<file path="src/design/fml_pkg.sv">
// fml bus types; the request address field is sized for a 26-bit memory, so narrower depths leave its upper bits at zero
package fml_pkg;

	// every fill is one burst of this many 64-bit beats
	localparam int FML_BEATS = 4;

	// one data beat, the lowest-addressed 16-bit word sits in bits 63:48
	typedef logic [63:0] fml_beat_t;

	// byte address width at the default memory depth
	localparam int FML_ADR_W = 26;

	// read request to the memory controller
	// stb stays high until the controller acknowledges
	typedef struct packed {
		logic stb;
		logic [FML_ADR_W-1:0] adr;
	} fml_req_t;

endpackage

</file>
<file path="src/design/pix_pkg.sv">
// pixel types for the destination read path; word addresses are sized for a 26-bit memory and zero-extended below that
package pix_pkg;

	// red in 15:11, green in 10:5, blue in 4:0
	typedef logic [15:0] rgb565_t;

	// screen coordinate, up to 2047
	typedef logic [10:0] coord_t;

	// blend weight of the source colour, 0 to 63
	typedef logic [5:0] alpha_t;

	// framebuffer address in 16-bit words
	typedef logic [24:0] wadr_t;

	// pixel entering the address stage
	typedef struct packed {
		rgb565_t color;
		coord_t x;
		coord_t y;
	} pix_xy_t;

	// pixel with its framebuffer word address
	typedef struct packed {
		rgb565_t color;
		wadr_t adr;
	} pix_adr_t;

	// pixel with the destination colour read from the framebuffer
	typedef struct packed {
		rgb565_t color;
		wadr_t adr;
		rgb565_t dcolor;
	} pix_dst_t;

	// blended pixel leaving the unit
	typedef struct packed {
		rgb565_t color;
		wadr_t adr;
	} pix_out_t;

endpackage

</file>
<file path="src/design/dst_addr_gen.sv">
// address stage; fml_depth must be at most 26 and the address wraps silently past the end of memory
module dst_addr_gen import pix_pkg::*; #(
	parameter int fml_depth = 26
) (
	input logic sys_clk,
	input logic sys_rst,

	input logic in_stb_i,
	output logic in_ack_o,
	input pix_xy_t in_pix_i,

	input logic [fml_depth-2:0] fb_base_i,
	input coord_t hres_i,

	output logic out_stb_o,
	input logic out_ack_i,
	output pix_adr_t out_pix_o
);

	localparam int adr_w = fml_depth - 1;

	logic accept;
	logic [adr_w-1:0] row_off;
	logic [adr_w-1:0] adr_calc;

	// widen both factors first so the product is not cut to 11 bits
	assign row_off = adr_w'(in_pix_i.y) * adr_w'(hres_i);
	assign adr_calc = fb_base_i + row_off + adr_w'(in_pix_i.x);

	// the register takes a new pixel when it is empty or its content leaves this cycle
	assign in_ack_o = ~out_stb_o | out_ack_i;
	assign accept = in_stb_i & in_ack_o;

	always_ff @(posedge sys_clk) begin
		if (sys_rst) begin
			out_stb_o <= 1'b0;
		end else if (in_ack_o) begin
			out_stb_o <= in_stb_i;
		end
	end

	always_ff @(posedge sys_clk) begin
		if (accept) begin
			out_pix_o.color <= in_pix_i.color;
			out_pix_o.adr <= wadr_t'(adr_calc);
		end
	end

	// a stalled pixel must stay put for the fetch stage
	property p_out_hold;
		@(posedge sys_clk) disable iff (sys_rst)
		out_stb_o && !out_ack_i |=> out_stb_o && $stable(out_pix_o);
	endproperty

	a_out_hold: assert property (p_out_hold)
		else $error("address stage output changed under stall");

endmodule

</file>
<file path="src/design/dst_blend.sv">
// alpha blend stage; alpha is sampled when the pixel is taken and an alpha of 63 still leaves 1/64 of the source out
module dst_blend import pix_pkg::*; (
	input logic sys_clk,
	input logic sys_rst,

	input alpha_t alpha_i,

	input logic in_stb_i,
	output logic in_ack_o,
	input pix_dst_t in_pix_i,

	output logic out_stb_o,
	input logic out_ack_i,
	output pix_out_t out_pix_o,

	output logic busy_o
);

	logic accept;
	logic [4:0] r_mix;
	logic [5:0] g_mix;
	logic [4:0] b_mix;

	// weighted sum of one channel, divided by 64 with truncation
	function automatic logic [5:0] mix(
		input logic [5:0] src,
		input logic [5:0] dst,
		input alpha_t a
	);
		logic [11:0] acc;
		acc = src * a + dst * (6'd63 - a);
		return acc[11:6];
	endfunction

	// red and blue are 5 bits wide, their result never reaches bit 5
	assign r_mix = 5'(mix({1'b0, in_pix_i.color[15:11]}, {1'b0, in_pix_i.dcolor[15:11]},
		alpha_i));
	assign g_mix = mix(in_pix_i.color[10:5], in_pix_i.dcolor[10:5], alpha_i);
	assign b_mix = 5'(mix({1'b0, in_pix_i.color[4:0]}, {1'b0, in_pix_i.dcolor[4:0]},
		alpha_i));

	assign in_ack_o = ~out_stb_o | out_ack_i;
	assign accept = in_stb_i & in_ack_o;

	always_ff @(posedge sys_clk) begin
		if (sys_rst) begin
			out_stb_o <= 1'b0;
		end else if (in_ack_o) begin
			out_stb_o <= in_stb_i;
		end
	end

	always_ff @(posedge sys_clk) begin
		if (accept) begin
			out_pix_o.color <= {r_mix, g_mix, b_mix};
			out_pix_o.adr <= in_pix_i.adr;
		end
	end

	assign busy_o = out_stb_o;

	// the consumer may take the result any number of cycles later
	property p_out_hold;
		@(posedge sys_clk) disable iff (sys_rst)
		out_stb_o && !out_ack_i |=> out_stb_o && $stable(out_pix_o);
	endproperty

	a_out_hold: assert property (p_out_hold)
		else $error("blend output changed under stall");

endmodule

</file>
<file path="src/design/dst_fetch_top.sv">
// destination read path top; fml_depth must be at most 26 and fb_base_i, hres_i and alpha_i are expected to be static
module dst_fetch_top import fml_pkg::*, pix_pkg::*; #(
	parameter int fml_depth = 26
) (
	input logic sys_clk,
	input logic sys_rst,

	input logic pix_stb_i,
	output logic pix_ack_o,
	input pix_xy_t pix_i,

	input logic [fml_depth-2:0] fb_base_i,
	input coord_t hres_i,
	input alpha_t alpha_i,

	input logic flush_i,
	input logic fetch_en_i,

	output fml_req_t fml_req_o,
	input logic fml_ack_i,
	input fml_beat_t fml_di_i,

	output logic out_stb_o,
	input logic out_ack_i,
	output pix_out_t out_pix_o,

	output logic busy_o
);

	// address stage to fetch stage
	logic adr_stb;
	logic adr_ack;
	pix_adr_t adr_pix;

	// fetch stage to blend stage
	logic dst_stb;
	logic dst_ack;
	pix_dst_t dst_pix;

	logic fetch_busy;
	logic blend_busy;

	dst_addr_gen #(
		.fml_depth(fml_depth)
	) addr_gen0 (
		.sys_clk(sys_clk),
		.sys_rst(sys_rst),
		.in_stb_i(pix_stb_i),
		.in_ack_o(pix_ack_o),
		.in_pix_i(pix_i),
		.fb_base_i(fb_base_i),
		.hres_i(hres_i),
		.out_stb_o(adr_stb),
		.out_ack_i(adr_ack),
		.out_pix_o(adr_pix)
	);

	dst_line_fetch #(
		.fml_depth(fml_depth)
	) line_fetch0 (
		.sys_clk(sys_clk),
		.sys_rst(sys_rst),
		.fml_req_o(fml_req_o),
		.fml_ack_i(fml_ack_i),
		.fml_di_i(fml_di_i),
		.flush_i(flush_i),
		.fetch_en_i(fetch_en_i),
		.busy_o(fetch_busy),
		.in_stb_i(adr_stb),
		.in_ack_o(adr_ack),
		.in_pix_i(adr_pix),
		.out_stb_o(dst_stb),
		.out_ack_i(dst_ack),
		.out_pix_o(dst_pix)
	);

	dst_blend blend0 (
		.sys_clk(sys_clk),
		.sys_rst(sys_rst),
		.alpha_i(alpha_i),
		.in_stb_i(dst_stb),
		.in_ack_o(dst_ack),
		.in_pix_i(dst_pix),
		.out_stb_o(out_stb_o),
		.out_ack_i(out_ack_i),
		.out_pix_o(out_pix_o),
		.busy_o(blend_busy)
	);

	// the address stage holds a pixel exactly while its strobe is up
	assign busy_o = adr_stb | fetch_busy | blend_busy;

endmodule

</file>
<file path="src/design/dst_line_fetch.sv">
// one-line destination cache; fml_depth must be at most 26 and the line is not refetched when memory changes behind it
module dst_line_fetch import fml_pkg::*, pix_pkg::*; #(
	parameter int fml_depth = 26
) (
	input logic sys_clk,
	input logic sys_rst,

	output fml_req_t fml_req_o,
	input logic fml_ack_i,
	input fml_beat_t fml_di_i,

	input logic flush_i,
	input logic fetch_en_i,
	output logic busy_o,

	input logic in_stb_i,
	output logic in_ack_o,
	input pix_adr_t in_pix_i,

	output logic out_stb_o,
	input logic out_ack_i,
	output pix_dst_t out_pix_o
);

	localparam int adr_w = fml_depth - 1;

	typedef enum logic [2:0] {
		idle,
		fetch1,
		fetch2,
		fetch3,
		fetch4,
		out
	} fetch_state_t;

	fetch_state_t state_q;
	fetch_state_t state_d;

	// line tag and held pixel
	logic valid_q;
	logic [adr_w-5:0] tag_q;
	logic wanted_q;
	pix_adr_t pix_q;

	// the cached line, one entry per burst beat
	fml_beat_t line_q [FML_BEATS];
	fml_beat_t beat_rd;
	rgb565_t dcolor;

	logic fetching;
	logic accept;
	logic line_hit;
	logic fill;
	logic tag_we;
	logic line_we;
	logic [1:0] line_wa;

	assign fetching = (state_q == fetch1) || (state_q == fetch2) ||
		(state_q == fetch3) || (state_q == fetch4);

	// a flush in the same cycle already counts as a miss
	assign line_hit = valid_q && !flush_i && (tag_q == in_pix_i.adr[adr_w-1:4]);

	assign in_ack_o = !fetching && (!wanted_q || out_ack_i);
	assign accept = in_stb_i && in_ack_o;

	// hit or miss is decided on the way in, so a fill starts on the next cycle
	assign fill = accept && fetch_en_i && !line_hit;

	always_ff @(posedge sys_clk) begin
		if (sys_rst) begin
			state_q <= idle;
			wanted_q <= 1'b0;
			valid_q <= 1'b0;
		end else begin
			state_q <= state_d;
			if (in_ack_o) begin
				wanted_q <= in_stb_i;
			end
			if (tag_we) begin
				valid_q <= 1'b1;
			end
			if (flush_i) begin
				valid_q <= 1'b0;
			end
		end
	end

	always_ff @(posedge sys_clk) begin
		if (accept) begin
			pix_q <= in_pix_i;
		end
		if (tag_we) begin
			tag_q <= pix_q.adr[adr_w-1:4];
		end
		if (line_we) begin
			line_q[line_wa] <= fml_di_i;
		end
	end

	always_comb begin
		state_d = state_q;
		tag_we = 1'b0;
		line_we = 1'b0;
		line_wa = 2'd0;
		unique case (state_q)
			idle, out: begin
				if (fill) begin
					state_d = fetch1;
				end else if (out_ack_i) begin
					state_d = idle;
				end
			end
			fetch1: begin
				// beat 0 comes with the acknowledge
				if (fml_ack_i) begin
					line_we = 1'b1;
					state_d = fetch2;
				end
			end
			fetch2: begin
				line_we = 1'b1;
				line_wa = 2'd1;
				state_d = fetch3;
			end
			fetch3: begin
				line_we = 1'b1;
				line_wa = 2'd2;
				state_d = fetch4;
			end
			fetch4: begin
				line_we = 1'b1;
				line_wa = 2'd3;
				tag_we = 1'b1;
				state_d = out;
			end
			default: begin
				state_d = idle;
			end
		endcase
	end

	always_comb begin
		fml_req_o = '0;
		fml_req_o.stb = (state_q == fetch1);
		fml_req_o.adr[fml_depth-1:0] = {pix_q.adr[adr_w-1:4], 5'd0};
	end

	// address bits 3:2 pick the beat, bits 1:0 the word within it
	assign beat_rd = line_q[pix_q.adr[3:2]];

	always_comb begin
		unique case (pix_q.adr[1:0])
			2'd0: dcolor = beat_rd[63:48];
			2'd1: dcolor = beat_rd[47:32];
			2'd2: dcolor = beat_rd[31:16];
			default: dcolor = beat_rd[15:0];
		endcase
	end

	assign out_stb_o = wanted_q && !fetching;
	assign out_pix_o = '{color: pix_q.color, adr: pix_q.adr, dcolor: dcolor};
	assign busy_o = wanted_q;

	property p_fml_hold;
		@(posedge sys_clk) disable iff (sys_rst)
		fml_req_o.stb && !fml_ack_i |=> fml_req_o.stb && $stable(fml_req_o.adr);
	endproperty

	a_fml_hold: assert property (p_fml_hold)
		else $error("fml request dropped or moved before acknowledge");

endmodule

</file>
<file path="config.mk">
export PLATFORM = sky130hd
export DESIGN_NAME = dst_fetch_top
export DESIGN_NICKNAME = d
export VERILOG_FILES = /design/src/design/fml_pkg.sv /design/src/design/pix_pkg.sv /design/src/design/dst_addr_gen.sv /design/src/design/dst_blend.sv /design/src/design/dst_fetch_top.sv /design/src/design/dst_line_fetch.sv
export SDC_FILE = /design/constraint.sdc
export NUM_CORES = 1
export LEC_CHECK = 0
export BUFFER_PORTS_ARGS = -buffer_cell sky130_fd_sc_hd__buf_2
export CORE_ASPECT_RATIO = 0.6
export CORE_MARGIN = 8
export CORE_UTILIZATION = 54
export CTS_BUF_LIST = sky130_fd_sc_hd__clkbuf_8
export DETAILED_ROUTE_END_ITERATION = 10
export PLACE_DENSITY = 0.73
export SYNTH_ARGS = -nofsm -noshare
export SYNTH_HDL_FRONTEND = slang
export SYNTH_SLANG_ARGS = --single-unit
</file>
<file path="constraint.sdc">
create_clock -name sys_clk -period 7.7 [get_ports sys_clk]
set_input_delay 0.77 -clock sys_clk [delete_from_list [all_inputs] [get_ports sys_clk]]
set_output_delay 0.77 -clock sys_clk [all_outputs]
set_load 0.05 [all_outputs]
</file>
Word-level counts from Yosys, hierarchy flattened
Memories as Yosys holds them, arrays and structs flattened. A register that Yosys moved wholly into a read port is not among the register bits. Cells that the tools add are included.

Bits of input ports: 151. RAM bits: 256. Memories: 1. Output and inout bits: 71. Bits in registers: 151.

Reductions and logical operators: 21. Eq/ne operators: 10. Add/sub/neg operators: 6. Bitwise logic cells: 8. Muxes and demuxes: 12. Multiply operators: 7.

Memories: line_fetch0.line_q (words 4, bits a word 64, read ports 1, clocked after Yosys merged registers in 1, wr ports 1, RTL line dst_line_fetch.sv:46) `fml_beat_t line_q [FML_BEATS];`.

Operator list (number): $pmux 16 s3 (1); $add 25x11->25 (1); $add 25x22->25 (1); $mul 5x12->11 (2); $add 11x11->11 (2); $mul 11x11->22 (1); $mul 5x6->11 (2); $eq 21x21->1 (1); $pmux 3 s5 (1); $add 12x12->12 (1); $mul 6x12->12 (1); $mul 6x6->12 (1); $mux 3 (3); $logic_and 1x1->1 (7); $sub 6x6->7 const A (1); $eq 3x2->1 const B (2); $eq 3x3->1 const B (2); $pmux 2 s3 (1); $logic_not 1->1 (4); $logic_or 1x1->1 (4); $mux 1 (4); $or 1x1->1 (4); $reduce_or 2->1 (2); $eq 3x1->1 const B (1); other kinds (12) (14).

Logic depth before layout (Yosys ltp)
Word-level depth: 11. Depth in mapped cells: 23. Mapped depth without buffers: 21.

By module
From an unflattened synthesis, not the netlist that was laid out.

Cells, all modules: 1924. Area, all modules: 26195.1 µm².

By module, submodules not included: dst_line_fetch (cells an instance 522, area each 12462.0 µm², instances 1); dst_blend (cells an instance 722, area each 7183.1 µm², instances 1); dst_addr_gen (cells an instance 679, area each 6543.8 µm², instances 1); dst_fetch_top (cells an instance 1, area each 6.3 µm², instances 1).

Worst setup path after synthesis
OpenSTA, ideal clock, no wires.

Path kind: register to register. From: register line_fetch0.state_q[1]. To: memory line_fetch0.line_q[2][0] in the netlist's numbering, enable pin. Path slack: 1.773 ns. Data arrival time: 5.349 ns. Clock period less this slack: 5.927 ns. Setup time: 0.578 ns. Cell stages (with the launch flop): 4. Cells stage by stage: dfxtp_1 > clkbuf_1 > inv_1 > nor3b_1.

Longest elaborated chain between the ends: 5.

Ends and longest elaborated chain: start: declaration (RTL line dst_line_fetch.sv:36) `fetch_state_t state_q;`; start signal: assignment (RTL line dst_line_fetch.sv:72) `state_q <= idle;`; start signal: assignment (RTL line dst_line_fetch.sv:76) `state_q <= state_d;`; $eq 3x3->1 / $eq 3x2->1 (equally long branches) (RTL line dst_line_fetch.sv:106) `unique case (state_q)`; $reduce_or 3->1 (no source line); $pmux 1 s2 (RTL line dst_line_fetch.sv:106); $mux 1 (RTL line dst_line_fetch.sv:96) `if (line_we) begin`; $mux 1 (implied by the code) (RTL line dst_line_fetch.sv:97) `line_q[line_wa] <= fml_di_i;`; end: declaration (RTL line dst_line_fetch.sv:46).

Parallel ways exist; a longest one is shown, timed or not.

==> impl_metrics.ini <==
[route]
vias = 15138
first_pass_iters = 5
totalWireLength_um = 57000
wire_per_inst_um = 20.1
drt-vias-per-instance = 5.35
drt-initial-drc-count = 1201
routed.top_layer = met5
met3_length_um = 4160
route.met2.wl_um = 26300
postRouteAntennaNets = 0
wl_met1_um = 25600
drc = 0

[outcome]
status = finished clean

[placed_design]
hpwl_um = 42500
placed_area_um2 = 27400
gp_congestion = 0.932
portBuffers = 216

[worst_setup_path]
rr_endpoint = blend0.out_pix_o[40]
cpMostUsedCell = fa_1
required_ns = 8.09
cp_max_fo = 39
setup.worst_path.end_class = flip-flop
slowest_delay_ns = 0.77
critical_path_class = reg -> reg
r2r_slack_ns = 1.22
crit_path_start_kind = flip-flop
slowest_stage = dfxtp_2
path_cells = buf_12 > mux4_2 > mux2_2 > o21ai_2 > or2_2 > fa_1 > fa_1 > inv_1 > fa_1 > fa_1 > inv_1 > fa_1 > inv_1 > ha_1 > a21oi_1 > o21ai_0 > o41a_1 > a21oi_1 > xnor2_1
cp_data_arrival_time_ns = 6.86
r2r.worst_path.cells = 19

[synth]
ys_seq_area_share_pct = 47.2
yosysUniqueCellTypes = 60
syn_area_um2 = 25900
synthFlopType = edfxtp_1
synth-edff-count = 400
syn_avg_cell_area_um2 = 13.3
synth-seq-cells = 409
ys_async_sr_fraction_pct = 0
synthCells = 1940
yosysWarningCount = 0

[worst_hold_path]
hold-path-endpoint = addr_gen0.out_pix_o[29]
whs_path_depth = 1
hold_class = in -> reg
hp-start = pix_i[26]

[sta]
fmax_mhz = 154
clock-skew-final_ns = 0.0558
finalSetupTns_ns = 0
min_period_ns = 6.48
drv_slew = 0
hold_viol = 0
finalSetupViolations = 0
relSlewSlack_pct = 27.1
fin_crit_sh_pct = 84.1
rsz0062_at_grt = no
tightestPinTransition_ns = 1.09

[cells_and_area]
nNetsFinal = 2686
drive_gt1_share_pct = 19.6
syn2layout_area_growth_pct = 10.4
design_area_um2 = 28600
fillers = 3673
final_common_cell = edfxtp_1
mostFrequentLayoutCells = edfxtp_1 (400), inv_1 (350), fa_1 (234)

[floorplan]
die_width_um = 298
core_area_um2 = 47600
num_rows = 62
die_h_um = 185
dieArea_um2 = 55400
io_pins = 222
start_util_pct = 54.4

[grt]
grt_max_degree = 66
antenna_found_initial = 8
track_usage_pct = 20.7
grt_pass1_wl_um = 89800
grt_pass1_vias = 15922
gr-total-overflow = 0

[clocking]
numCtsBuffers = 58
h-tree-depth = 2
clockBufferDepth = 3
cts.sinks = 409
cts-root-buf = clkbuf_8
tritoncts = yes
cts_resized = 0
clock_latency_ns = 0.68
clk_pin_slew_ns = 0.07
postCtsSetupRepairBufs = 0
ctsHoldBuffers = 0

[power_and_ir_drop]
power.static_leakage_nw = 12.2
peakVddDrop_mv = 0.358
powerDensity_nw_per_um2 = 385

[run]
max_cap_violations = 0
per-stage QoR:
step | setup slack, ns | total power [mW] | hold WS, ns | util [%] | std cells
floorplan | 1.77 | 7.75 | 0.400 | - | 1944
global placement | 1.44 | 9.15 | 0.404 | 57.7 | 2722
detailed placement | 1.23 | 9.34 | 0.405 | 57.7 | 2722
CTS | 1.17 | 11.1 | 0.235 | 60.0 | 2829
global route | 0.875 | 12.0 | 0.235 | 60.0 | 2831
finish | 1.22 | 11.0 | 0.279 | 60.0 | 2831
cell type report:
cell class,instances,area [µm²],area share [%]
Inverter,335,1260,4.40
Clock inverter,46,277,0.968
Timing Repair Buffer,230,1210,4.24
Antenna cell,2,5.00,0.0175
Clock buffer,61,840,2.94
Sequential cell,409,12200,42.7
Tap cell,640,801,2.80
Multi-Input combinational cell,1108,12000,41.9
layer usage:
metal  global-route usage, %  vias up
met5                       0        -
li1                        -     6871
met4                    3.99        6
met1                    30.0     7695
met3                    4.66       80
met2                    32.5      486
power breakdown:
part	internal (mW)	switching, mW
sequential	2.96	0.127
combinational	2.56	3.68
clock	0.813	0.851
cell usage after synthesis, types with 3 or more instances:
library cell | n | area (µm²)
edfxtp_1 | 400 | 12000
inv_1 | 335 | 1260
fa_1 | 234 | 4680
nand2_1 | 184 | 691
ha_1 | 159 | 1990
and2_1 | 81 | 507
nor2_1 | 80 | 300
mux4_2 | 67 | 1510
clkbuf_1 | 49 | 184
xnor2_1 | 36 | 315
a21oi_1 | 28 | 140
buf_4 | 28 | 210
nand2b_1 | 24 | 150
xor2_1 | 20 | 175
nor2b_1 | 19 | 119
or2_2 | 17 | 106
nor3_1 | 13 | 65.1
o21ai_0 | 13 | 65.1
a21o_1 | 12 | 90.1
mux2i_1 | 12 | 120
mux2_2 | 11 | 124
o21ai_2 | 11 | 96.3
nand4_1 | 10 | 62.6
dfxtp_1 | 9 | 180
buf_2 | 8 | 40.0
nand3_1 | 8 | 40.0
nor3b_1 | 7 | 52.6
a31oi_1 | 5 | 31.3
o21a_1 | 5 | 37.5
buf_1 | 4 | 15.0
nor4_1 | 4 | 25.0
o211ai_1 | 4 | 30.0
a211oi_1 | 3 | 22.5
a311oi_1 | 3 | 26.3
and2b_2 | 3 | 26.3
buf_6 | 3 | 33.8
logic make-up (layout without fill, tap and decap cells):
logic type | after synthesis | in the layout | share of synthesized area [%]
simple gates | 461 | 461 | 8.71
buf+inv | 427 | 672 | 6.73
flops | 409 | 409 | 47.2
fa+ha+maj | 393 | 393 | 25.8
compound gates | 101 | 101 | 2.70
mux | 92 | 92 | 6.98
xor+xnor | 56 | 56 | 1.90
other cells | 1 | 7 | 0.0145
worst max-delay path: cells and delay by family (launching register included):
kind / cells / cell delay [ns]
buffers and inverters: 4 / 0.46
xor gates and xnor gates: 1 / 0.08
AOI/OAI and AO/OA: 5 / 1.31
DFF: 1 / 0.77
and+or+nand+nor: 1 / 0.19
muxes: 2 / 0.69
adders and majority gates: 6 / 2.64
flip-flops by register name (all words and copies together) (netlist names), named ones only:
name and flops:
line_fetch0.line_q 256, addr_gen0.out_pix_o 41, blend0.out_pix_o 41, line_fetch0.fml_req_o 21, line_fetch0.tag_q 21, line_fetch0.out_pix_o 20
line_fetch0.state_q 3, addr_gen0.out_stb_o 1, blend0.busy_o 1, line_fetch0.busy_o 1, line_fetch0.valid_q 1
how the worst max path moves through the flow:
stage	slack, ns	depth (start not counted)	end
final	1.22	19	blend0.out_pix_o[40]
after detailed placement	1.23	19	blend0.out_pix_o[40]
after global placement	1.44	20	blend0.out_pix_o[29]
after CTS	1.17	19	blend0.out_pix_o[40]
after global routing	0.87	19	blend0.out_pix_o[40]
after floorplan	1.77	3	line_fetch0.line_q[2][0]
Power figures use the tool's default switching activity.
